[src/source/dsp_params.svh]
`ifndef DSP_PARAMS_SVH
`define DSP_PARAMS_SVH

// Program memory address width and register count
`define DSP_PM_AW      8
`define DSP_NUM_REGS   16

// Opcodes
`define OP_NOP         6'h00
`define OP_LDI         6'h01
`define OP_ADD         6'h02
`define OP_SUB         6'h03
`define OP_AND         6'h04
`define OP_OR          6'h05
`define OP_MAC         6'h06
`define OP_CLRACC      6'h07
`define OP_RDACC       6'h08
`define OP_IN          6'h09
`define OP_OUT         6'h0a
`define OP_BNZ         6'h0b
`define OP_HALT        6'h3f

// Instruction fields, imm overlaps the low bits of rb
`define INSTR_OP_HI    31
`define INSTR_OP_LO    26
`define INSTR_RD_HI    25
`define INSTR_RD_LO    22
`define INSTR_RA_HI    21
`define INSTR_RA_LO    18
`define INSTR_RB_HI    17
`define INSTR_RB_LO    14
`define INSTR_IMM_HI   15
`define INSTR_IMM_LO   0

`endif

[src/source/dsp_pkg.sv]
`include "dsp_params.svh"

package dsp_pkg;

   // Data path words
   typedef logic [15:0] word_t;
   typedef logic [31:0] instr_t;
   typedef logic [31:0] acc_t;

   // Addresses and indices
   typedef logic [`DSP_PM_AW-1:0] pm_addr_t;
   typedef logic [3:0]            reg_idx_t;
   typedef logic [7:0]            io_addr_t;
   typedef logic [5:0]            opcode_t;

   // Run control of the fetch unit
   typedef enum logic {
      IDLE,
      RUN
   } run_state_e;

   // Control word handed from decode to execute
   typedef struct packed {
      logic     valid;
      opcode_t  opcode;
      reg_idx_t rd;
      logic     writes_rd;
      word_t    opa;
      word_t    opb;
      word_t    imm;
      pm_addr_t target;
   } decoded_op_t;

endpackage

[src/source/instruction_decoder.sv]
`include "dsp_params.svh"

module instruction_decoder (
   input  logic                 clk_i,
   input  logic                 rst_n_i,
   input  dsp_pkg::instr_t      instr_i,
   input  logic                 fetch_valid_i,
   input  logic                 flush_i,
   output dsp_pkg::reg_idx_t    rd_a_idx_o,
   output dsp_pkg::reg_idx_t    rd_b_idx_o,
   input  dsp_pkg::word_t       rd_a_i,
   input  dsp_pkg::word_t       rd_b_i,
   input  logic                 wb_en_i,
   input  dsp_pkg::reg_idx_t    wb_idx_i,
   input  dsp_pkg::word_t       wb_data_i,
   output dsp_pkg::decoded_op_t dec_op_o
);
   import dsp_pkg::*;

   opcode_t     op;
   reg_idx_t    ra_idx;
   reg_idx_t    rb_idx;
   decoded_op_t dec_next;

   assign op     = instr_i[`INSTR_OP_HI:`INSTR_OP_LO];
   assign ra_idx = instr_i[`INSTR_RA_HI:`INSTR_RA_LO];
   assign rb_idx = instr_i[`INSTR_RB_HI:`INSTR_RB_LO];

   assign rd_a_idx_o = ra_idx;
   assign rd_b_idx_o = rb_idx;

   always_comb begin
      dec_next        = '0;
      dec_next.valid  = fetch_valid_i & ~flush_i;
      dec_next.opcode = op;
      dec_next.rd     = instr_i[`INSTR_RD_HI:`INSTR_RD_LO];
      dec_next.imm    = instr_i[`INSTR_IMM_HI:`INSTR_IMM_LO];
      dec_next.target = instr_i[`DSP_PM_AW-1:0];

      // Bypass the result being written back this cycle
      dec_next.opa = (wb_en_i && (wb_idx_i == ra_idx)) ? wb_data_i : rd_a_i;
      dec_next.opb = (wb_en_i && (wb_idx_i == rb_idx)) ? wb_data_i : rd_b_i;

      case (op)
         `OP_LDI, `OP_ADD, `OP_SUB, `OP_AND, `OP_OR, `OP_RDACC, `OP_IN: begin
            dec_next.writes_rd = 1'b1;
         end
         `OP_NOP, `OP_MAC, `OP_CLRACC, `OP_OUT, `OP_BNZ, `OP_HALT: begin
            dec_next.writes_rd = 1'b0;
         end
         default: begin
            // Unknown opcode runs as a nop
            dec_next.opcode    = `OP_NOP;
            dec_next.writes_rd = 1'b0;
         end
      endcase
   end

   always_ff @(posedge clk_i or negedge rst_n_i) begin
      if (!rst_n_i) begin
         dec_op_o <= '0;
      end else begin
         dec_op_o <= dec_next;
      end
   end

endmodule

[config.mk]
export PLATFORM = sky130hd
export DESIGN_NAME = instruction_decoder
export DESIGN_NICKNAME = d
export VERILOG_FILES = /design/src/source/dsp_pkg.sv /design/src/source/instruction_decoder.sv
export VERILOG_INCLUDE_DIRS = /design/src /design/src/source
export SDC_FILE = /design/constraint.sdc
export NUM_CORES = 1
export LEC_CHECK = 0
export BUFFER_PORTS_ARGS = -buffer_cell sky130_fd_sc_hd__buf_2
export CELL_PAD_IN_SITES_DETAIL_PLACEMENT = 1
export CELL_PAD_IN_SITES_GLOBAL_PLACEMENT = 2
export CORE_MARGIN = 2
export CORE_UTILIZATION = 26
export DETAILED_ROUTE_END_ITERATION = 16
export GPL_TIMING_DRIVEN = 0
export PLACE_DENSITY_LB_ADDON = 0.15
export SLEW_MARGIN = 0
export SYNTH_ARGS = -nofsm -noshare
export SYNTH_HDL_FRONTEND = slang
export SYNTH_SLANG_ARGS = --single-unit
[constraint.sdc]
create_clock -name clk_i -period 1.4 [get_ports clk_i]
set_input_delay 0.28 -clock clk_i [delete_from_list [all_inputs] [get_ports clk_i]]
set_output_delay 0.28 -clock clk_i [all_outputs]
set_load 0.02 [all_outputs]
Word-level counts from Yosys, hierarchy flattened
Cells that the tools add are included.
{ "op_classes": {"n_reduce_logical": 5, "n_mux": 4, "bitwise_logic": 2, "n_eq_ne": 14} }
{ "op_table": {"columns": ["cell", "n"], "rows": [
  ["$mux 16", 2],
  ["$eq 6x3->1 const B", 4],
  ["$eq 6x4->1 const B", 4],
  ["$reduce_or 13->1", 1],
  ["$eq 6x2->1 const B", 2],
  ["$eq 4x4->1", 2],
  ["$reduce_or 7->1", 1],
  ["$eq 6x1->1 const B", 1],
  ["$eq 6x6->1 const B", 1],
  ["$logic_not 6->1", 1],
  ["$mux 6", 1],
  ["$logic_and 1x1->1", 2],
  ["$and 1x1->1", 1],
  ["$mux 1", 1],
  ["$not 1->1", 1]
]} }
{ "word_totals": {"reg_bits": 68} }

Depth between registers and ports, before layout
{ "depth": {"ltp_word": 3, "depth_mapped": 5, "ltp_nobuf": 4} }

Worst setup path after synthesis
No wires, ideal clock.
{ "synth_path": {"path_type": "input to register", "startpoint": "input instr_i[14]", "endpoint": "register dec_op_o[29] (netlist bit)", "stages": 5, "setup_time_ns": 0.125, "slack_ns": -0.190, "required_ns": 1.275, "arrival_ns": 1.465, "path_buffers": 1, "path_cell_list": "inv_1 -> a222oi_1 -> nor3b_4 -> buf_12 -> mux2_4"} }
{ "synth_lines": {"columns": ["element", "line", "source"], "rows": [
  ["start: declaration", "instruction_decoder.sv:6", "input dsp_pkg::instr_t instr_i,"],
  ["end signal: assignment", "instruction_decoder.sv:63", "dec_op_o <= dec_next;"],
  ["end: declaration", "instruction_decoder.sv:16", "output dsp_pkg::decoded_op_t dec_op_o"]
]} }

==> results.sh <==
export IMPL_syn_avg_cell_area_sq_um=16.1
export IMPL_yosysTopAreaCellShare=0.662
export IMPL_grt_overflow=0
export IMPL_synth_edf_count=0
export IMPL_crit_path_end_kind="register"
export IMPL_vias=1771
export IMPL_clk_path_buf_depth=2
export IMPL_powerDensity_nw_per_um2=1180
export IMPL_cts_made_buffers=9
export IMPL_dp_slack_ns=-0.675
export IMPL_synthTopCellsByCount="60 x dfrtp_1, 22 x mux2_2, 16 x buf_4"
export IMPL_num_rows=34
export IMPL_utilization=0.422
export IMPL_synth_seq_cells=60
export IMPL_die_w_microns=97.4
export IMPL_status="finished, violations left"
export IMPL_largest_reg_flops=60
export IMPL_nNetsFinal=411
export IMPL_synth_cells=141
export IMPL_io_pins=165
export IMPL_clock_root_buffer="clkbuf_8"
export IMPL_ys_seq_area_frac=0.662
export IMPL_setup_tns_ns=-0.257
export IMPL_layout_drive_gt1_share=0.740
export IMPL_max_cap_violations=0
export IMPL_antenna_left=0
export IMPL_yosys_top_cells_area="dfrtp_1 66%, mux2_2 11%, mux2_4 6.6%"
export IMPL_vdd_drop_max_mv=0.558
export IMPL_rsz0062_at_grt="yes"
export IMPL_violations="setup timing"
export IMPL_grt_pass1_vias=1839
export IMPL_path_class="input pin to register"
export IMPL_grt_pass1_wl_microns=9710
export IMPL_finalSetupViolCount=14
export IMPL_cts_tree="done"
export IMPL_reg_top3="dec_op_o (60)"
export IMPL_p_total_mw=4.29
export IMPL_antenna_diode_count=0
export IMPL_period_needed_ns=1.43
export IMPL_netlist_cell_type_count=24
export IMPL_routed_wl_microns=6210
export IMPL_grt_max_degree=61
export IMPL_regMostFlops="dec_op_o"
export IMPL_avgViaCountPerCell=4.07
export IMPL_drt_pass1_iter_count=4
export IMPL_leakagePower_nw=1.90
export IMPL_synth_area_sq_um=2270
export IMPL_htreeDepth=3
export IMPL_synth_largest_area_cell="dfrtp_1"
export IMPL_place_area_sq_um=3280
export IMPL_slew_viol_final=0
export IMPL_hold_class="input pin to async pin"
export IMPL_synth_main_ff_cell="dfrtp_1"
export IMPL_worst_slew_pin_slew_ns=0.746
export IMPL_die_h_microns=97.4
export IMPL_max_slew_margin=0.503
export IMPL_worstPathRequired_ns=1.62
export IMPL_synthArstFlopShare=1.00
export IMPL_drc=0
export IMPL_drtIter0Drc=14
export IMPL_routedWlPerCell_microns=14.3
export IMPL_path_clk_slew_ns=0.08
export IMPL_synth_most_common_cell="dfrtp_1"
export IMPL_gr_usage_all_layers=0.134
export IMPL_dp_hpwl_microns=4720
export IMPL_finalHoldViolCount=0
export IMPL_cp_arrival_ns=1.65
export IMPL_ys_warn_count=0
export IMPL_antenna_found_initial=0
export IMPL_fin_crit_sh=1.02
export IMPL_gp_congestion=0.715
export IMPL_dieArea_sq_um=9480
export IMPL_syn_num_nets=230
export IMPL_start_kind="input pin"
export IMPL_worst_slack_ns=-0.0322
export IMPL_initial_core_util=0.264
export IMPL_core_sq_um=8590
export IMPL_cts_sinks=60
export IMPL_postLayoutCellArea_sq_um=3630
export IMPL_path_max_fanout=5
export IMPL_portBuffers=164
export IMPL_fmax_mhz=698
export IMPL_areaGrowthSynthToFinish_pct=60.1
[cells by family (layout without fill, tap and decap cells)]
group                  Yosys count  count (layout)  share of synthesized area
multiplexers                    32              32                      0.175
flip-flops                      60              60                      0.662
AND/OR/NAND/NOR                 19              19                     0.0574
XOR/XNOR                         5               5                     0.0193
AO/OA/AOI/OAI                    4               4                     0.0138
buffers and inverters           21             207                     0.0717
[area by class of cell]
cell class	count	area [sq um]
buffer	18	151
clock buffer	9	124
clock inverter	7	101
fill	974	4960
inverter	3	11.3
multi-input combinational	60	663
sequential	60	1500
tap	108	135
timing repair buffer	170	942
[path summary, 6_finish.rpt]
path	startpoint	end	cells past startpoint
min in group clk_i	instr_i[23]	dec_op_o[58]	1
hold / removal	rst_n_i	dec_op_o[60]	1
max in group asynchronous	rst_n_i	dec_op_o[65]	1
setup / recovery	wb_idx_i[0]	dec_op_o[38]	6
[routing by layer]
layer | track usage | part of all wire
met1 | 0.154 | 0.39
met2 | 0.232 | 0.51
met3 | 0.0468 | 0.082
met4 | 0.0481 | 0.015
met5 | 0 | 0
[worst max-delay path, stage by stage]
cell and delay [ns]:
buf_8 0.10, a222oi_1 0.40, nor3b_4 0.29, buf_12 0.15
clkbuf_16 0.15, mux2_4 0.29
[timing repair]
action | CTS | global route
setup endpoints to repair | 26 | 17
cloned | 0 | 1
resized for setup | 6 | 9
hold buffers | 0 | 0
pin swaps | 1 | 1
setup buffers | 3 | 2
[layout by cell type, fill, tap and decap left out, types with 3 or more instances in the layout]
master	instances
and2_1	4
buf_2	159
buf_4	19
buf_6	4
buf_8	3
clkbuf_8	9
clkinv_4	3
dfrtp_1	60
mux2_2	11
mux2_4	21
nand2_1	3
nor2_1	4
xor2_1	3
[per-stage QoR]
stage / cells / hold slack [ns]
floorplan: 141 / -0.0156
global placement: 413 / 0.388
detailed placement: 413 / 0.389
CTS: 432 / 0.0169
global route: 435 / 0.0116
finish: 435 / 0.00666
[report_power, final]
part	switching, mW	internal [mW]
logic	0.365	0.327
registers	0.0238	1.83
clock network	0.738	1.01
Note: power is estimated with default switching activity, not from simulation.
