[src/source/dsp_params.svh]
`ifndef DSP_PARAMS_SVH
`define DSP_PARAMS_SVH

// Program memory address width and register count
`define DSP_PM_AW      8
`define DSP_NUM_REGS   16

// Opcodes
`define OP_NOP         6'h00
`define OP_LDI         6'h01
`define OP_ADD         6'h02
`define OP_SUB         6'h03
`define OP_AND         6'h04
`define OP_OR          6'h05
`define OP_MAC         6'h06
`define OP_CLRACC      6'h07
`define OP_RDACC       6'h08
`define OP_IN          6'h09
`define OP_OUT         6'h0a
`define OP_BNZ         6'h0b
`define OP_HALT        6'h3f

// Instruction fields, imm overlaps the low bits of rb
`define INSTR_OP_HI    31
`define INSTR_OP_LO    26
`define INSTR_RD_HI    25
`define INSTR_RD_LO    22
`define INSTR_RA_HI    21
`define INSTR_RA_LO    18
`define INSTR_RB_HI    17
`define INSTR_RB_LO    14
`define INSTR_IMM_HI   15
`define INSTR_IMM_LO   0

`endif

[src/source/dsp_pkg.sv]
`include "dsp_params.svh"

package dsp_pkg;

   // Data path words
   typedef logic [15:0] word_t;
   typedef logic [31:0] instr_t;
   typedef logic [31:0] acc_t;

   // Addresses and indices
   typedef logic [`DSP_PM_AW-1:0] pm_addr_t;
   typedef logic [3:0]            reg_idx_t;
   typedef logic [7:0]            io_addr_t;
   typedef logic [5:0]            opcode_t;

   // Run control of the fetch unit
   typedef enum logic {
      IDLE,
      RUN
   } run_state_e;

   // Control word handed from decode to execute
   typedef struct packed {
      logic     valid;
      opcode_t  opcode;
      reg_idx_t rd;
      logic     writes_rd;
      word_t    opa;
      word_t    opb;
      word_t    imm;
      pm_addr_t target;
   } decoded_op_t;

endpackage

[src/source/register_file.sv]
`include "dsp_params.svh"

module register_file (
   input  logic              clk_i,
   input  logic              rst_n_i,
   input  dsp_pkg::reg_idx_t rd_a_idx_i,
   input  dsp_pkg::reg_idx_t rd_b_idx_i,
   output dsp_pkg::word_t    rd_a_o,
   output dsp_pkg::word_t    rd_b_o,
   input  logic              wr_en_i,
   input  dsp_pkg::reg_idx_t wr_idx_i,
   input  dsp_pkg::word_t    wr_data_i
);
   import dsp_pkg::*;

   word_t regs_q [`DSP_NUM_REGS];

   always_ff @(posedge clk_i or negedge rst_n_i) begin
      if (!rst_n_i) begin
         for (int i = 0; i < `DSP_NUM_REGS; i++) begin
            regs_q[i] <= '0;
         end
      end else if (wr_en_i) begin
         regs_q[wr_idx_i] <= wr_data_i;
      end
   end

   // Reads see the old value during a write, decode bypasses it
   assign rd_a_o = regs_q[rd_a_idx_i];
   assign rd_b_o = regs_q[rd_b_idx_i];

endmodule

[config.mk]
export PLATFORM = sky130hd
export DESIGN_NAME = register_file
export DESIGN_NICKNAME = d
export VERILOG_FILES = /design/src/source/dsp_pkg.sv /design/src/source/register_file.sv
export VERILOG_INCLUDE_DIRS = /design/src /design/src/source
export SDC_FILE = /design/constraint.sdc
export NUM_CORES = 1
export LEC_CHECK = 0
export ABC_AREA = 1
export BUFFER_PORTS_ARGS = -buffer_cell sky130_fd_sc_hd__clkbuf_2
export CAP_MARGIN = 20
export CORE_MARGIN = 2
export CORE_UTILIZATION = 40
export CTS_CLUSTER_DIAMETER = 50
export DETAILED_ROUTE_END_ITERATION = 12
export PLACE_DENSITY = 0.61
export SYNTH_ARGS = -nofsm -noshare
export SYNTH_HDL_FRONTEND = slang
export SYNTH_SLANG_ARGS = --single-unit
[constraint.sdc]
create_clock -name clk_i -period 1.6 [get_ports clk_i]
set_input_delay 0.08 -clock clk_i [delete_from_list [all_inputs] [get_ports clk_i]]
set_output_delay 0.08 -clock clk_i [all_outputs]
set_load 0.005 [all_outputs]
; ---- Yosys cells after proc, flatten, opt, wreduce, memory -nomap -nowiden
; Cells that the tools add are included.
[op_classes]
order_cmp = 4
muxes = 9
bitwise = 3
n_reduce_logical = 1
[op_table]
columns = operator, count
row1 = $bwmux 256, 1
row2 = $bmux 16 s4, 2
row3 = $mux 16, 5
row4 = $demux 16 s4, 1
row5 = $ge 5x5->1 const B, 3
row6 = $not 4->5, 3
row7 = $lt 5x1->1 const B, 1
row8 = $logic_and 1x1->1, 1
[totals]
reg_bits = 256
in_bits = 31
output_inout_bits = 32
wordCells = 33

; ---- Longest topological paths before layout
; Gate-level depths: netlist of run 1.
[depth]
ltp_word = 6
depth_mapped = 8
depth_no_buf = 6

; ---- Least setup slack after synthesis of run 1
; Ideal clock, no wire load.
[synth_path]
kind = input-to-output
from = input rd_b_idx_i[0]
to = output rd_b_o[11]
arrival_time_ns = 0.906
t_required_ns = 1.520
slack_ns = 0.614
stages = 8
n_path_buf = 2
cell_sequence = inv_1 > buf_2 > clkbuf_1 > nand2_1 > nand3_1 > nand3_1 > nand3_1 > nand2_1
[synth_via]
elab_chain_cells = 4
[synth_rtl]
columns = item, line_no
row1 = from (decl), register_file.sv:7  ; input dsp_pkg::reg_idx_t rd_b_idx_i,
row2 = $not 4->5 (implied by the code), register_file.sv:30  ; assign rd_b_o = regs_q[rd_b_idx_i];
row3 = $bmux 16 s4, register_file.sv:30
row4 = $mux 16 (implied by the code) (2 in a row), register_file.sv:30
row5 = to (decl), register_file.sv:9  ; output dsp_pkg::word_t rd_b_o,
; Every way passes these cells. The select of a mux whose other input is x is not followed.

; ---- Worst setup path in the final report of run 1
[layout_path]
from = register regs_q[49] in the netlist's numbering
to = output rd_a_o[1]
[layout_via]
elab_chain_cells = 3
[layout_rtl]
columns = item, line_no
row1 = from (decl), register_file.sv:16  ; word_t regs_q [`DSP_NUM_REGS];
row2 = "from (signal, indexed assignment)", register_file.sv:24  ; regs_q[wr_idx_i] <= wr_data_i;
row3 = $bmux 16 s4, register_file.sv:29  ; assign rd_a_o = regs_q[rd_a_idx_i];
row4 = $mux 16 (implied by the code) (2 in a row), register_file.sv:29
row5 = to (decl), register_file.sv:8  ; output dsp_pkg::word_t rd_a_o,
; Every way passes these cells. The select of a mux whose other input is x is not followed.

==> results of run 1 <==
## layer usage
| layer | GRT usage [%] | vias to the layer above | part of all wire, % |
|---|---|---|---|
| met4 | 11.50 | 0 | 4.0 |
| met1 | 38.69 | 7339 | 43 |
| met5 | 0 | - | 0 |
| met3 | 4.979 | 163 | 8.4 |
| li1 | - | 7157 | - |
| met2 | 42.94 | 794 | 44 |
## cell families after synthesis
logic type	Yosys count	share of synthesized area, %
compound gates	256	8.603
buf+inv	450	12.10
flops	256	43.01
simple gates	1274	36.28
## worst max-delay path, cell delays in order, from the launching register on
cell and delay [ns]:
dfrtp_1 0.38, inv_1 0.08, nand2_1 0.06, nand3_1 0.09
nand3_1 0.10, nand3_2 0.14, nand2_4 0.08, clkbuf_2 0.11
## final cells by class
| class | count | area [um2] | share of cell area, % |
|---|---|---|---|
| clock inverter | 24 | 314.1 | 1.676 |
| clock buffer | 44 | 1013 | 5.409 |
| timing repair buffer | 187 | 1703 | 9.088 |
| sequential | 256 | 6406 | 34.19 |
| tap | 468 | 585.6 | 3.125 |
| inverter | 284 | 1071 | 5.716 |
| multi-input combinational | 1530 | 7644 | 40.79 |
## path summary, 6_finish.rpt
check	from	to	slack [ns]	depth (start not counted)
max	regs_q[49]	rd_a_o[1]	-0.06	7
min	wr_idx_i[2]	regs_q[234]	0.1	5
max reg2reg	regs_q[254]	regs_q[254]	0.78	3
min reg2reg	regs_q[131]	regs_q[131]	0.48	2
max in group asynchronous	rst_n_i	regs_q[75]	0.96	3
min in group asynchronous	rst_n_i	regs_q[49]	0.16	3
## stage by stage
stage | hold slack, ns | TNS (ns) | area, um2 | power [W] | util, %
after floorplan | -0.2156 | 0 | 14890 | 0.01182 | -
after global placement | 0.1452 | 0 | 15870 | 0.01329 | 43.36
after detailed placement | 0.1463 | 0 | 15870 | 0.01345 | 43.36
after CTS | 0.08930 | -0.5799 | 17520 | 0.02247 | 47.85
after global routing | 0.1207 | -2.092 | 18740 | 0.02466 | 51.18
final | 0.09979 | -0.4744 | 18740 | 0.02340 | 51.18
## cells in the final DEF (no fill, tap or decap), drive strengths merged
| master | n |
|---|---|
| nand2 | 812 |
| buf | 120 |
| bufinv | 5 |
| nand3 | 453 |
| clkbuf | 94 |
| o21ai | 256 |
| inv | 288 |
| clkinvlp | 8 |
| clkinv | 7 |
| dlygate4sd3 | 17 |
| nor2 | 7 |
| nor3 | 2 |
| dfrtp | 256 |
## power groups by stage
| stage | registers (W) | clock network [W] | logic [W] |
|---|---|---|---|
| after global routing | 0.00880 | 0.00917 | 0.00669 |
| after global placement | 0.00854 | 0 | 0.00475 |
| after detailed placement | 0.00856 | 0 | 0.00489 |
| after floorplan | 0.00841 | 0 | 0.00342 |
| after CTS | 0.00853 | 0.00888 | 0.00506 |
| final | 0.00868 | 0.00878 | 0.00594 |
## repair_timing
| action | CTS | global route |
|---|---|---|
| setup endpoints to repair | 28 | 32 |
| hold buffers | 17 | 0 |
| pin swaps | 42 | 156 |
| endpoints found under the hold margin | 320 | 0 |
| setup buffers | 1 | 46 |
| resized for setup | 87 | 338 |
==> impl_metrics.ini, run 1 <==
[cells_and_area]
diodes = 0
area_growth_pct = 25.81
largest_register_ffs = 256
fin_nets = 2327
fin_cells = 2793
fillers = 3562
largestRegisters = regs_q (256)
layout-drive-gt1-share_pct = 28.09
top_register = regs_q

[detailed_routing]
viasPerCell = 5.533
wl_mm = 54.72
drt_first_pass_iters = 6
drc = 0
drt_iter0_markers = 1645
vias = 15450
ant_nets = 0
wl_per_cell_um = 19.59

[synth]
synthFlopType = dfrtp_1
synth_seq_cells = 256
yosysWarnings = 0
seq_area_frac_synth_pct = 43.01
async_flop_share_pct = 100.0
synth_top_area_cell = dfrtp_1
synth-edff-count = 0
avgSynthCellArea_um2 = 6.661
yosysMostFrequentCell = nand2_1
synth.top_cell.area_share_pct = 43.01
syn_area_um2 = 14890
syn_inst = 2236
yosys-top-cells-area = dfrtp_1, nand2_1, nand3_1, o21ai_0, inv_1
yosys-top-cells-count = nand2_1, nand3_1, inv_1
synthDistinctLibCells = 17
syn-num-nets = 2267

[die]
coreArea_um2 = 36610
die_y_um = 197.0
io_pins = 63
num_rows = 70
die_area_um2 = 38790
die_x_um = 197.0
start_util_pct = 40.68

[power]
pwr-share-clk_pct = 37.5
powerDensity_nw_per_um2 = 1249
sequentialPowerShare_pct = 37.1
p_switching_w = 0.007863
combPwrFrac_pct = 25.4
switching_share_pct = 33.60
power.internal_w = 0.01554
p_leak_nw = 9.425
peakVddDrop_mv = 0.7160

[clocking]
cts_root_buf = clkbuf_16
clock_latency_ns = 0.53
clk_pin_slew_ns = 0.06
htreeDepth = 2
cts_buffers = 37
cts_buffer_depth = 3
cts.sinks = 256
cts_tree = done

[sta]
worst_pin_slew_ns = 0.5581
finalCritPeriodShare_pct = 103.9
setup_viol = 15
finalHoldViolations = 0
slew_headroom_pct = 62.79
clock_skew_ns = 0
slew_viol_final = 0
period_needed_ns = 1.663
fin_ws_ns = -0.06284
fmax_mhz = 601.4
rsz0062_at_grt = yes

[placement]
port_buffers = 62
dpl_worst_slack_ns = 0.2142
dp_hpwl_mm = 31.97
place_congestion = 0.8651
dp.cells = 2661

[global_route]
antenna_found_initial = 0
grt_use_total_pct = 27.84
grt_max_degree = 75
grt_pass1_vias = 14320
grt_overflow = 0
grt_pass1_wl_mm = 83.30

[critical_path]
cp_max_fo = 2
crit_path_end_kind = output pin
crit_arrival_ns = 1.58
required_ns = 1.52
start_kind = register
worst-setup-path-type = register to output pin

[hold_path]
hold_class = primary input to register

[status]
status = finished with violations
violations = negative setup slack

[run]
max-cap-violations = 0
No activity file was read; power rests on OpenSTA's default activity.
==> run 2: changes to the inputs <==
--- a/config.mk
+++ b/config.mk
@@ -14,6 +14,7 @@
 export CTS_CLUSTER_DIAMETER = 50
 export DETAILED_ROUTE_END_ITERATION = 12
 export PLACE_DENSITY = 0.61
+export REMOVE_ABC_BUFFERS = 1
 export SYNTH_ARGS = -nofsm -noshare
 export SYNTH_HDL_FRONTEND = slang
 export SYNTH_SLANG_ARGS = --single-unit
==> impl_metrics.ini, run 2 (synthesis gave the netlist of run 1 again) <==
[detailed_routing]
ant_nets = 0
vias = 14990
drc = 0
wl_mm = 50.29
viasPerCell = 5.341
drt_first_pass_iters = 5
wl_per_cell_um = 17.92
drt_iter0_markers = 1375

[critical_path]
r2r_cells = 3
cp_max_fo = 2
required_ns = 1.52
r2r_slack_ns = 0.80
timing.rr.start = regs_q[77]
crit_arrival_ns = 1.52
crit_path_start = regs_q[243]
endpoint = rd_a_o[3]
r2r_end = regs_q[77]
worst-setup-path-type = register to output pin
start_kind = register
crit_path_end_kind = output pin

[hold_path]
hold_class = primary input to async pin

[die]
start_util_pct = 40.68
coreArea_um2 = 36610
num_rows = 70
die_x_um = 197.0
die_y_um = 197.0
die_area_um2 = 38790
io_pins = 63

[cells_and_area]
layout_commonest_cell = nand2_1
largest_register_ffs = 256
area_growth_pct = 23.07
fillers = 3650
multi_input_area_um2 = 7258
final_cell_mix = nand2_1, nand3_1, dfrtp_1, o21ai_0, inv_2
diodes = 0
layout-drive-gt1-share_pct = 23.10
fin_nets = 2346
top_register = regs_q
largestRegisters = regs_q (256)
regArea_um2 = 6406

[sta]
slew_viol_final = 0
period_needed_ns = 1.599
fmax_mhz = 625.3
setup_viol = 0
rsz0062_at_grt = yes
slew_headroom_pct = 69.17
finalHoldViolations = 0
clock_skew_ns = 0
worst_pin_slew_ns = 0.4625
fin_ws_ns = 0.0006445
finalCritPeriodShare_pct = 99.96

[placement]
dp_hpwl_mm = 31.42
port_buffers = 62
dpl_worst_slack_ns = 0.2340
place_congestion = 0.8876

[clocking]
htreeDepth = 2
cts_root_buf = clkbuf_16
cts.sinks = 256
cts_buffer_depth = 3
cts_buffers = 36
clock_latency_ns = 0.52
clk_pin_slew_ns = 0.06
cts_tree = done

[power]
power_w = 0.02244
pwr-share-clk_pct = 36.5
p_leak_nw = 9.344
p_switching_w = 0.007203
peakVddDrop_mv = 0.7204
power.internal_w = 0.01524
switching_share_pct = 32.10
combPwrFrac_pct = 25.0
powerDensity_nw_per_um2 = 1224
sequentialPowerShare_pct = 38.5

[global_route]
grt_pass1_vias = 14330
grt_pass1_wl_mm = 78.52
grt_use_total_pct = 25.89
grt_max_degree = 65
antenna_found_initial = 1
grt_overflow = 0

[status]
status = completed

[run]
max-cap-violations = 0
==> run 2: per-layer routing <==
layer | vias up | global-route usage (%) | wire, um
met5 | - | 0 | 0
met4 | 0 | 11.17 | 2032
met2 | 627 | 41.16 | 22990
li1 | 7188 | - | -
met3 | 145 | 4.671 | 3658
met1 | 7027 | 34.73 | 21610
==> run 2: timing repair <==
| item | CTS | global route |
|---|---|---|
| hold endpoints to repair | 320 | 0 |
| hold buffers | 17 | 0 |
| resized for setup | 14 | 275 |
| pin swaps | 6 | 118 |
| endpoints found under the setup margin | 13 | 32 |
| setup buffers | 0 | 51 |
==> run 2: worst min path at each step <==
stage	startpoint	to	slack, ns
2_1_floorplan	rst_n_i	regs_q[0]	-0.22
3_3_place_gp	rst_n_i	regs_q[110]	0.04
3_5_place_dp	rst_n_i	regs_q[110]	0.04
4_1_cts	rst_n_i	regs_q[102]	0.08
5_1_grt	rst_n_i	regs_q[166]	0.11
6_report	rst_n_i	regs_q[166]	0.07
==> run 2: cell type report <==
type / instances / area share (%)
clock inverter: 14 / 1.201
timing repair buffer: 207 / 9.789
inverter: 284 / 5.843
clock buffer: 47 / 5.420
multi-input combinational: 1530 / 39.60
tap: 468 / 3.195
sequential: 256 / 34.95
==> run 2: critical path, stage by stage (launching register included) <==
cell and delay, ns:
dfrtp_1 0.38, inv_2 0.08, nand2_1 0.06, nand3_1 0.10
nand3_1 0.08, nand3_1 0.10, nand2_1 0.08, clkbuf_2 0.12
==> run 2: power by group through the flow <==
stage	Combinational [W]	Clock (W)	Sequential, W
3_5_place_dp	0.00480	0	0.00856
5_1_grt	0.00640	0.00862	0.00877
6_report	0.00561	0.00820	0.00864
2_1_floorplan	0.00322	0	0.00841
4_1_cts	0.00487	0.00832	0.00848
3_3_place_gp	0.00468	0	0.00853
==> run 2: through the flow <==
stage | hold WS [ns] | TNS, ns | util (%) | std cells | instance area [um2]
after global placement | 0.03548 | 0 | 43.65 | 2677 | 15980
after floorplan | -0.2156 | -25.04 | - | 2070 | 14160
after CTS | 0.08443 | -0.01353 | 47.49 | 2755 | 17390
after detailed placement | 0.03698 | 0 | 43.65 | 2677 | 15980
final | 0.07282 | 0 | 50.06 | 2806 | 18330
after global routing | 0.1084 | -1.338 | 50.06 | 2806 | 18330
