$ cat src/source/dsp_params.svh
`ifndef DSP_PARAMS_SVH
`define DSP_PARAMS_SVH

// Program memory address width and register count
`define DSP_PM_AW      8
`define DSP_NUM_REGS   16

// Opcodes
`define OP_NOP         6'h00
`define OP_LDI         6'h01
`define OP_ADD         6'h02
`define OP_SUB         6'h03
`define OP_AND         6'h04
`define OP_OR          6'h05
`define OP_MAC         6'h06
`define OP_CLRACC      6'h07
`define OP_RDACC       6'h08
`define OP_IN          6'h09
`define OP_OUT         6'h0a
`define OP_BNZ         6'h0b
`define OP_HALT        6'h3f

// Instruction fields, imm overlaps the low bits of rb
`define INSTR_OP_HI    31
`define INSTR_OP_LO    26
`define INSTR_RD_HI    25
`define INSTR_RD_LO    22
`define INSTR_RA_HI    21
`define INSTR_RA_LO    18
`define INSTR_RB_HI    17
`define INSTR_RB_LO    14
`define INSTR_IMM_HI   15
`define INSTR_IMM_LO   0

`endif

$ cat src/source/dsp_pkg.sv
`include "dsp_params.svh"

package dsp_pkg;

   // Data path words
   typedef logic [15:0] word_t;
   typedef logic [31:0] instr_t;
   typedef logic [31:0] acc_t;

   // Addresses and indices
   typedef logic [`DSP_PM_AW-1:0] pm_addr_t;
   typedef logic [3:0]            reg_idx_t;
   typedef logic [7:0]            io_addr_t;
   typedef logic [5:0]            opcode_t;

   // Run control of the fetch unit
   typedef enum logic {
      IDLE,
      RUN
   } run_state_e;

   // Control word handed from decode to execute
   typedef struct packed {
      logic     valid;
      opcode_t  opcode;
      reg_idx_t rd;
      logic     writes_rd;
      word_t    opa;
      word_t    opb;
      word_t    imm;
      pm_addr_t target;
   } decoded_op_t;

endpackage

$ cat src/source/fetch_unit.sv
`include "dsp_params.svh"

module fetch_unit (
   input  logic              clk_i,
   input  logic              rst_n_i,
   input  logic              start_i,
   input  logic              jump_taken_i,
   input  dsp_pkg::pm_addr_t jump_target_i,
   input  logic              halt_i,
   output dsp_pkg::pm_addr_t pc_o,
   input  dsp_pkg::instr_t   instr_i,
   output dsp_pkg::instr_t   instr_o,
   output logic              fetch_valid_o,
   output logic              running_o
);
   import dsp_pkg::*;

   run_state_e state_q;
   pm_addr_t   pc_q;
   logic       fetch_valid_q;

   always_ff @(posedge clk_i or negedge rst_n_i) begin
      if (!rst_n_i) begin
         state_q       <= IDLE;
         pc_q          <= '0;
         fetch_valid_q <= 1'b0;
      end else begin
         // Word read this cycle is dropped on a redirect or halt
         fetch_valid_q <= (state_q == RUN) && !jump_taken_i && !halt_i;
         case (state_q)
            IDLE: begin
               if (start_i) begin
                  state_q <= RUN;
                  pc_q    <= '0;
               end
            end
            RUN: begin
               if (halt_i) begin
                  state_q <= IDLE;
               end else if (jump_taken_i) begin
                  pc_q <= jump_target_i;
               end else begin
                  pc_q <= pc_q + 1'b1;
               end
            end
         endcase
      end
   end

   assign pc_o          = pc_q;
   assign fetch_valid_o = fetch_valid_q;
   assign running_o     = (state_q == RUN);

   // Nop insertion for squashed words
   assign instr_o = fetch_valid_q ? instr_i : instr_t'({`OP_NOP, 26'd0});

endmodule

$ cat config.mk
export PLATFORM = sky130hd
export DESIGN_NAME = fetch_unit
export DESIGN_NICKNAME = d
export VERILOG_FILES = /design/src/source/dsp_pkg.sv /design/src/source/fetch_unit.sv
export VERILOG_INCLUDE_DIRS = /design/src /design/src/source
export SDC_FILE = /design/constraint.sdc
export NUM_CORES = 1
export LEC_CHECK = 0
export ABC_AREA = 1
export BUFFER_PORTS_ARGS = -buffer_cell sky130_fd_sc_hd__clkbuf_2
export CAP_MARGIN = 20
export CORE_UTILIZATION = 25
export DETAILED_ROUTE_END_ITERATION = 10
export PLACE_DENSITY = 0.59
export REMOVE_ABC_BUFFERS = 1
export SLEW_MARGIN = 10
export SYNTH_ARGS = -nofsm -noshare
export SYNTH_HDL_FRONTEND = slang
export SYNTH_SLANG_ARGS = --single-unit
$ cat constraint.sdc
create_clock -name clk_i -period 3.65 [get_ports clk_i]
set_input_delay 0.5475 -clock clk_i [delete_from_list [all_inputs] [get_ports clk_i]]
set_output_delay 0.5475 -clock clk_i [all_outputs]
set_load 0.01 [all_outputs]
Yosys cells after proc, flatten, opt, wreduce, memory -nomap -nowiden
Cells that the tools add are included.

Register bits after elaboration: 10. Output and inout bits: 42. Logic and storage cells: 20.

$add $sub $neg: 1. Equality and inequality tests: 2. Mux-type cells: 8. Bitwise logic cells: 1. Reductions and logical operators: 5.

Operators by type and width (count): 2-to-1 mux 32 bit (1); 2-to-1 mux 8 bit (3); one-hot mux 8 bit (2 select lines) (1); adder 8 x 1 -> 8 bit, second input constant (1); inequality test 2 bit, second input constant (2); logical AND 1 bit (2); zero test 1 bit (2); 2-to-1 mux 1 bit (2); one-hot mux 1 bit (2 select lines) (1); AND reduction 2 bit (1); NOT 1 bit (1).

Logic depth before layout (Yosys ltp)
Gate-level depths: netlist of the first run.

Depth in word-level cells: 4. Depth in mapped cells: 8.

Worst setup path before layout of the first run
No wires, ideal clock.

Path kind: register to output. Start point: register fetch_valid_q, in the netlist fetch_valid_o. End point: output instr_o[10]. Data arrival time: 767 ps. Data required time: 3102 ps. Setup slack: 2336 ps. Stages on the path, launching flop included: 4. Path through: dfrtp_1 > buf_2 > nand2_1 > inv_1.

Cells in the longest elaborated chain, start to end: 1.

Ends and longest elaborated chain: start: declaration (RTL line fetch_unit.sv:20) `logic fetch_valid_q;`; start signal: assignment (RTL line fetch_unit.sv:29) `fetch_valid_q <= (state_q == RUN) && !jump_taken_i && !halt_i;`; 2-to-1 mux 32 bit (RTL line fetch_unit.sv:55) `` assign instr_o = fetch_valid_q ? instr_i : instr_t'({`OP_NOP, 26'd0}); ``; end: declaration (RTL line fetch_unit.sv:12) `output dsp_pkg::instr_t instr_o,`.

No other way between the ends.

Worst setup path after layout of the first run
Start point: register fetch_valid_q, in the netlist fetch_valid_o. End point: output instr_o[3].

Same word-level chain as after synthesis.

==> metrics.md, run 1 <==
| Metric | Value |
|---|---|
| Outcome | `finished clean` |
| Pin count of the biggest net entering global routing | `34` |
| Average size of a mapped cell | `5.60 µm²` |
| DP Worst Slack | `1790 ps` |
| DP HPWL | `2290 µm` |
| Initial antenna violation count | `0` |
| Routed len/inst | `9.60 µm` |
| Clock Skew | `1.99 ps` |
| Core Region | `3150 µm²` |
| Worst-Skew Late Latency | `260 ps` |
| Die area | `3690 µm²` |
| Cell Rows | `20` |
| Sequential cell area fraction in the yosys report | `29.0%` |
| Hold bufs inserted after CTS | `0` |
| Clock-pin transition on the worst setup and hold timing paths | `70 ps` |
| Unrepaired setup endpoints after global routing | `no` |
| Clk root buf | `clkbuf_4` |
| CP startpoint kind | `register` |
| Grt total ovfl | `0` |
| # setup viols final | `0` |
| Top post-synthesis cells by area | `dfrtp_1 29%, nand2_1 25%, inv_1 18%` |
| PostCTS Resize Cnt | `0` |
| Vias in the first global route | `994` |
| Diode count | `0` |
| Starting Density | `27.3%` |
| WP data arrival | `1560 ps` |
| Post-synth top area cell | `dfrtp_1` |
| Fraction of layout cells with a size suffix above 1 | `40.4%` |
| Power density over the cells | `299 nW/µm²` |
| Critical Path Fanout Max | `33` |
| Layout area overhead | `57.5%` |
| Synth Cell Area | `862 µm²` |
| Final TNS setup | `0 ps` |
| Post-synth top cells | `57 x nand2_1, 41 x inv_1, 14 x nor2_1` |
| Crit Path Class | `register to output port` |
| Vias per inst | `4.11` |
| Worst reg2reg startpoint | `pc_o[1]` |
| Final Worst Setup Slack | `1540 ps` |
| P_leak | `1.03 nW` |
| Main synth FF type | `dfrtp_1` |
| DR DRC count | `0` |
| Final Hold Viols | `0` |
| Synth Instances | `154` |
| Post-synth ARST share | `100%` |
| Yosys top cell area share | `29.0%` |
| H-tree depth | `1` |
| IO Port Bufs | `86` |
| GP Congestion | `0.688` |
| Most numerous cell in the Yosys netlist | `nand2_1` |
| Max Clock Freq | `474 MHz` |
| Synthesis-stage register bit count | `10` |
| R2r setup slk | `2370 ps` |
| Die outline width | `60.7 µm` |
| First-pass DRT Iterations | `3` |
| Slew @ Worst Pin | `906 ps` |
| Critical Path RT | `3100 ps` |
| Num CTS Buffers | `3` |
| Setup repair bufs after CTS | `0` |
| Post-Route WL | `2730 µm` |
| Post-layout min period | `2110 ps` |
| Number of I/O pins | `87` |
| Synth cell types | `17` |
| Initial DRC Count | `27` |
| Fin nets | `287` |
| Slew Limit Headroom | `39.6%` |
| Slew Viols, Final | `0` |
| Worst flop-to-flop path endpoint | `pc_o[2]` |
| YS warnings | `0` |
| Worst-case reg-to-reg path depth | `4` |
| First-pass GRT wire length | `3980 µm` |
| Die Y | `60.7 µm` |
| CTS tree | `yes` |
| Post-synth EDFFs | `0` |
| Min-delay worst type | `primary input to asynchronous set/reset pin` |
| Clock Path Buffers | `2` |
| Crit end category | `output port` |
| Worst vdd ir | `133 µV` |
| Max-cap violations | `0` |
| Via count | `1167` |
| Total GRT Usage | `14.6%` |
| Final ANT Viol Nets | `0` |
| CTS Sinks | `10` |
| Final period util | `57.8%` |
-- metrics by stage --
stage / power (W) / util [%] / hold WS (ps) / cell area (µm²) / std cells
global placement: 0.000308 / 41.9 / 440 / 1320 / 280
finish: 0.000405 / 43.1 / 146 / 1360 / 284
detailed placement: 0.000309 / 41.9 / 438 / 1320 / 280
global route: 0.000439 / 43.1 / 149 / 1360 / 284
floorplan: 0.000234 / - / 252 / 836 / 150
CTS: 0.000411 / 43.1 / 149 / 1360 / 284
-- per-layer routing --
layer / track usage [%] / up-vias / wire length [µm]
li1: - / 611 / -
met1: 14.1 / 493 / 1040
met2: 30.9 / 61 / 1390
met3: 2.99 / 2 / 281
met4: 2.92 / 0 / 8
met5: 0 / - / 0
-- area by class of cell --
cell class / instances / area [µm²]
Clock buffer: 4 / 36.3
Fill cell: 376 / 1800
Inverter: 42 / 158
Multi-Input combinational cell: 98 / 428
Sequential cell: 10 / 250
Tap cell: 44 / 55.1
Timing Repair Buffer: 86 / 430
-- how the worst max path moves through the flow --
stage	startpoint	slack (ps)	depth (start not counted)	endpoint
finish	fetch_valid_o	1540	3	instr_o[3]
floorplan	fetch_valid_o	2090	2	instr_o[0]
detailed placement	fetch_valid_o	1790	3	instr_o[4]
CTS	fetch_valid_o	1500	3	instr_o[4]
global route	fetch_valid_o	1350	3	instr_o[3]
global placement	fetch_valid_o	1810	3	instr_o[4]
-- cells in the final DEF (no fill, tap or decap), types with 3 or more instances in the layout --
| cell | Yosys | routed |
|---|---|---|
| clkbuf_2 | 0 | 86 |
| nand2_1 | 57 | 57 |
| inv_1 | 41 | 41 |
| nor2_1 | 14 | 14 |
| dfrtp_1 | 10 | 10 |
| nand3_1 | 9 | 9 |
| o21ai_0 | 7 | 7 |
| clkbuf_4 | 0 | 3 |
-- sequential cells by signal, summed over array words and instances (netlist names) --
register	cells
fetch_valid_o	1
pc_o	8
running_o	1
-- worst max-delay path, stage by stage, from the launching register on --
cell	delay [ps]
dfrtp_1	940
nand2_1	100
inv_1	120
clkbuf_2	140
-- logic make-up (layout without fill, tap and decap cells) --
family          count (synthesis)  count (layout)  synth area share (%)
fa+ha+maj                       1               1                  1.45
buf+inv                        46             132                  21.3
compound gates                 11              11                  6.53
simple gates                   86              86                  41.7
flops                          10              10                  29.0
-- power breakdown --
group          total (W)  internal, W  switching (W)
logic           0.000145    0.0000642      0.0000808
clock network  0.0000999    0.0000605      0.0000394
registers       0.000160     0.000130      0.0000304
No activity file was read; power rests on OpenSTA's default activity.
==> inputs of run 2 (changes only) <==
==> constraint.sdc (replaced) <==
create_clock -name clk_i -period 2 [get_ports clk_i]
set_input_delay 0.3 -clock clk_i [delete_from_list [all_inputs] [get_ports clk_i]]
set_output_delay 0.3 -clock clk_i [all_outputs]
set_load 0.01 [all_outputs]
==> metrics.md, run 2 (synthesis results as in run 1) <==
| Metric | Value |
|---|---|
| Slew @ Worst Pin | `397 ps` |
| Power density over the cells | `546 nW/µm²` |
| Pwr Total | `0.000751 W` |
| Total GRT Usage | `15.8%` |
| Commonest non-fill, non-tap cell in the layout | `clkbuf_2` |
| First-pass DRT Iterations | `5` |
| Clock-pin transition on the worst setup and hold timing paths | `80 ps` |
| Diode count | `0` |
| Crit Path Class | `register to output port` |
| Slew Limit Headroom | `73.5%` |
| CTS Sinks | `10` |
| Routed len/inst | `9.39 µm` |
| Switching Fraction | `37.8%` |
| Crit end category | `output port` |
| Min-delay src | `jump_taken_i` |
| Slew Viols, Final | `0` |
| Core Region | `3150 µm²` |
| Outcome | `finished clean` |
| Post-Route WL | `2690 µm` |
| Pint | `0.000467 W` |
| First-pass GRT wire length | `4220 µm` |
| # setup viols final | `0` |
| Clk root buf | `clkbuf_4` |
| FILL cells | `357` |
| Net Sw Power | `0.000284 W` |
| Max-cap violations | `0` |
| Die Y | `60.7 µm` |
| Fin nets | `289` |
| Clock share of power | `25.5%` |
| WP data arrival | `1170 ps` |
| Flop pwr share | `37.6%` |
| GP Congestion | `0.798` |
| Final Hold Viols | `0` |
| Commonest non-fill, non-tap cells in the layout | `86 x clkbuf_2, 57 x nand2_1, 41 x inv_1` |
| Pin count of the biggest net entering global routing | `34` |
| Vias per inst | `4.07` |
| Initial DRC Count | `31` |
| Worst reg2reg startpoint | `pc_o[1]` |
| Num CTS Buffers | `3` |
| Area of the multi-input gates | `428 µm²` |
| Final period util | `73.4%` |
| Setup repair bufs after CTS | `0` |
| DP HPWL | `2230 µm` |
| Die area | `3690 µm²` |
| Vias in the first global route | `1022` |
| Via count | `1164` |
| Routed length on met3 | `244 µm` |
| CTS tree | `yes` |
| Final ANT Viol Nets | `0` |
| Worst-Skew Late Latency | `270 ps` |
| Unrepaired setup endpoints after global routing | `no` |
| Hold Path Sink | `fetch_valid_o` |
| PostCTS Resize Cnt | `0` |
| H-tree depth | `1` |
| R2r setup slk | `730 ps` |
| Post-layout min period | `1470 ps` |
| Number of I/O pins | `87` |
| Sequential cell area | `250 µm²` |
| Utilization after layout | `43.6%` |
| DR DRC count | `0` |
| CP startpoint kind | `register` |
| Critical Path Fanout Max | `33` |
| Clock Path Buffers | `2` |
| Max Clock Freq | `681 MHz` |
| Worst flop-to-flop path endpoint | `pc_o[2]` |
| M1 WL | `1070 µm` |
| Die outline width | `60.7 µm` |
| Final TNS setup | `0 ps` |
| Largest register FFs | `8` |
| Hold bufs inserted after CTS | `1` |
| Critical Path RT | `1700 ps` |
| P_leak | `1.04 nW` |
| WL met2 | `1280 µm` |
| Worst vdd ir | `267 µV` |
| Clock Skew | `4.65 ps` |
| Min-delay worst type | `primary input to register` |
| Grt total ovfl | `0` |
| Fraction of layout cells with a size suffix above 1 | `40.5%` |
| Share of power burned in combinational logic | `37.0%` |
| Hold Path Cell Cnt | `2` |
| Initial antenna violation count | `0` |
| Layout area overhead | `59.5%` |
| Starting Density | `27.3%` |
| Cell Rows | `20` |
| DR top layer | `met4` |
| Crit. Startpoint | `fetch_valid_o` |
| Worst-case reg-to-reg path depth | `4` |
| IO Port Bufs | `86` |
[run 2: cell count changes in the layout (fill, tap and decap cells not counted)]
cell           change
buf_4              +1
dlygate4sd3_1      +1
[run 2: area by class of cell]
| type | instances | share of cell area (%) |
|---|---|---|
| clock buffers | 4 | 2.64 |
| repair buffers | 88 | 32.6 |
| inverters | 42 | 11.5 |
| flip-flops and latches | 10 | 18.2 |
| well taps | 44 | 4.00 |
| multi-input cells | 98 | 31.1 |
[run 2: worst max-delay path by stage]
stage                       end  slack (ps)  depth (start not counted)
finish              instr_o[31]         530                          4
global route        instr_o[14]         420                          4
detailed placement      pc_o[2]         740                          4
CTS                  instr_o[3]         500                          4
global placement        pc_o[2]         770                          4
floorplan            instr_o[0]         680                          2
[run 2: power by group through the flow]
stage                     registers (W)  logic, W  clock network, W
final                          0.000282  0.000278          0.000191
after global routing           0.000289  0.000325          0.000210
after CTS                      0.000283  0.000282          0.000196
after detailed placement       0.000287  0.000280                 0
after global placement         0.000285  0.000280                 0
after floorplan                0.000302  0.000125                 0
[run 2: metrics by stage]
step,instances,setup WS (ps),hold slack [ps],area (µm²)
floorplan,150,684,4.41,836
global placement,281,766,191,1330
detailed placement,281,737,192,1330
CTS,286,503,246,1380
global route,286,417,256,1380
finish,286,531,251,1380
[run 2: worst max-delay path: stages (launching register included)]
cell and delay, ps:
dfrtp_1 320, buf_4 280, nand2_1 100, inv_1 60, clkbuf_2 130
[run 2: layer usage]
metal  up-vias  global-route usage, %
met5         -                      0
met4         0                   9.42
met3         8                   1.49
met2        69                   30.5
met1       471                   16.3
li1        616                      -
==> inputs of run 3 (changes only) <==
--- a/config.mk
+++ b/config.mk
@@ -6,12 +6,12 @@
 export SDC_FILE = /design/constraint.sdc
 export NUM_CORES = 1
 export LEC_CHECK = 0
-export ABC_AREA = 1
+export ABC_AREA = 0
 export BUFFER_PORTS_ARGS = -buffer_cell sky130_fd_sc_hd__clkbuf_2
 export CAP_MARGIN = 20
 export CORE_UTILIZATION = 25
 export DETAILED_ROUTE_END_ITERATION = 10
-export PLACE_DENSITY = 0.59
+export PLACE_DENSITY = 0.62
 export REMOVE_ABC_BUFFERS = 1
 export SLEW_MARGIN = 10
 export SYNTH_ARGS = -nofsm -noshare
==> constraint.sdc (replaced) <==
create_clock -name clk_i -period 1.49 [get_ports clk_i]
set_input_delay 0.2235 -clock clk_i [delete_from_list [all_inputs] [get_ports clk_i]]
set_output_delay 0.2235 -clock clk_i [all_outputs]
set_load 0.01 [all_outputs]
==> metrics.md, run 3 <==
| Metric | Value |
|---|---|
| DP Worst Slack | `189 ps` |
| Slew Limit Headroom | `82.0%` |
| Outcome | `finished, violations left` |
| Worst-Skew Late Latency | `260 ps` |
| Vias in the first global route | `916` |
| Min-delay worst type | `primary input to register` |
| Starting Density | `27.1%` |
| Clk root buf | `clkbuf_4` |
| Number of I/O pins | `87` |
| Final period util | `89.7%` |
| Final TNS setup | `0 ps` |
| Hold Path Cell Cnt | `3` |
| # setup viols final | `0` |
| Synth Cell Area | `766 µm²` |
| Die Y | `57.3 µm` |
| Largest register FFs | `8` |
| Slew @ Worst Pin | `270 ps` |
| Crit path max-delay family | `buffers and inverters` |
| Post-synth top cells | `32 x and2_1, 10 x dfrtp_1, 9 x nand2_1` |
| YS warnings | `0` |
| DR top layer | `met3` |
| Utilization after layout | `45.0%` |
| Routed len/inst | `11.4 µm` |
| Num CTS Buffers | `3` |
| Pint | `0.000620 W` |
| Average size of a mapped cell | `7.89 µm²` |
| Fraction of layout cells with a size suffix above 1 | `50.8%` |
| Crit end category | `output port` |
| Layout area overhead | `66.2%` |
| Final Hold Viols | `0` |
| Yosys top cell area share | `32.7%` |
| Clock-pin transition on the worst setup and hold timing paths | `70 ps` |
| Clock Path Buffers | `2` |
| Violated checks | `DRC` |
| Max incr delay on CP | `320 ps` |
| CTS Sinks | `10` |
| Slew Viols, Final | `0` |
| Post-synth top area cell | `dfrtp_1` |
| CTS tree | `yes` |
| Synth cell types | `26` |
| Clock share of power | `25.4%` |
| Synth Instances | `97` |
| Switching Fraction | `34.0%` |
| Via count | `1005` |
| Max-cap violations | `0` |
| Post-synth EDFFs | `0` |
| Commonest non-fill, non-tap cell in the layout | `clkbuf_2` |
| Power density over the cells | `739 nW/µm²` |
| Initial antenna violation count | `0` |
| IO Port Bufs | `86` |
| Post-route cell area | `1270 µm²` |
| Sequential cell area fraction in the yosys report | `32.7%` |
| CP bufs+invs | `2` |
| Initial DRC Count | `65` |
| Net Sw Power | `0.000320 W` |
| Worst-case reg-to-reg path depth | `5` |
| Worst reg2reg startpoint | `pc_o[0]` |
| Die area | `3290 µm²` |
| Hold Path Sink | `pc_o[4]` |
| Worst vdd ir | `416 µV` |
| Slowest stage cell, crit path | `dfrtp_1` |
| Share of power burned in combinational logic | `34.0%` |
| Synthesis-stage register bit count | `10` |
| Worst flop-to-flop path endpoint | `pc_o[2]` |
| CP startpoint kind | `register` |
| Pwr Total | `0.000940 W` |
| Die outline width | `57.3 µm` |
| Area after DPL | `1230 µm²` |
| Unrepaired setup endpoints after global routing | `no` |
| Crit Path Class | `register to output port` |
| Post-layout min period | `1340 ps` |
| H-tree depth | `1` |
| Post-Route WL | `2470 µm` |
| Post-synth ARST share | `100%` |
| FILL cells | `291` |
| Min-delay src | `jump_target_i[4]` |
| CP cell instances | `buf_4, and2_1, clkbuf_2` |
| DR DRC count | `10` |
| First-pass DRT Iterations | `7` |
| Flop pwr share | `40.6%` |
| Fin nets | `232` |
| Pin count of the biggest net entering global routing | `34` |
| Critical Path RT | `1270 ps` |
| PostCTS Resize Cnt | `0` |
| Total GRT Usage | `14.9%` |
| Setup repair bufs after CTS | `0` |
| DP HPWL | `2050 µm` |
| Routed length on met3 | `283 µm` |
| Diode count | `0` |
| Cell Rows | `19` |
| Top post-synthesis cells by area | `dfrtp_1 33%, and2_1 26%, o21ai_0 4.6%` |
| M1 WL | `937 µm` |
| Commonest non-fill, non-tap cells in the layout | `86 x clkbuf_2, 32 x and2_1, 10 x dfrtp_1` |
| Main synth FF type | `dfrtp_1` |
| WL met2 | `1250 µm` |
| Most numerous cell in the Yosys netlist | `and2_1` |
| WP data arrival | `1110 ps` |
| Final ANT Viol Nets | `0` |
| Grt total ovfl | `0` |
| Clock Skew | `1.43 ps` |
| Final Worst Setup Slack | `154 ps` |
| GP Congestion | `0.762` |
| Critical Path Fanout Max | `33` |
| Core Region | `2830 µm²` |
| Vias per inst | `4.65` |
| Hold bufs inserted after CTS | `1` |
| Max Clock Freq | `748 MHz` |
| First-pass GRT wire length | `3840 µm` |
| R2r setup slk | `170 ps` |
| P_leak | `0.733 nW` |
run 3: worst register-to-register path: stages (launching register included):
cell,delay (ps)
dfrtp_1,460
ha_1,300
xnor2_1,190
nor2_1,60
a21oi_1,120
o21ai_0,90
run 3: final cells by class:
type,count,area (µm²),share of cell area (%)
clock buffer,4,36.3,2.85
inverter,3,11.3,0.885
multi-input combinational,80,488,38.3
sequential,10,250,19.7
tap,31,38.8,3.05
timing repair buffer,88,448,35.2
run 3: worst max path at each step:
stage | start | endpoint | slack [ps] | depth (start not counted)
CTS | fetch_valid_o | instr_o[16] | 150 | 3
global route | pc_o[0] | pc_o[2] | 50 | 5
detailed placement | pc_o[0] | pc_o[2] | 190 | 5
finish | fetch_valid_o | instr_o[31] | 150 | 3
floorplan | pc_o[0] | pc_o[2] | 300 | 5
global placement | pc_o[0] | pc_o[2] | 200 | 5
run 3: metrics by stage:
stage          instances  hold WS, ps
2_1_floorplan         93        -72.1
5_1_grt              216          232
3_3_place_gp         211          104
3_5_place_dp         211          108
4_1_cts              216          241
6_report             216          240
run 3: cells by family (layout without fill, tap and decap cells):
logic type | Yosys count | after routing | synth area share, %
DFF | 10 | 10 | 32.7
and+or+nand+nor | 57 | 57 | 42.3
adders and majority gates | 1 | 1 | 1.63
buffers and inverters | 7 | 95 | 3.59
muxes | 1 | 1 | 1.31
AOI/OAI and AO/OA | 18 | 18 | 15.0
xor gates and xnor gates | 3 | 3 | 3.43
run 3: power by group through the flow:
stage          clock network, W  logic [W]  registers [W]
2_1_floorplan                 0   0.000132       0.000397
3_3_place_gp                  0   0.000317       0.000385
3_5_place_dp                  0   0.000320       0.000385
4_1_cts                0.000242   0.000324       0.000381
5_1_grt                0.000261   0.000358       0.000391
6_report               0.000239   0.000320       0.000382
run 3: layer usage:
layer,global-route usage (%),vias to the layer above
met5,0,-
met4,3.14,0
met3,3.63,0
met2,28.7,66
met1,16.1,440
li1,-,499
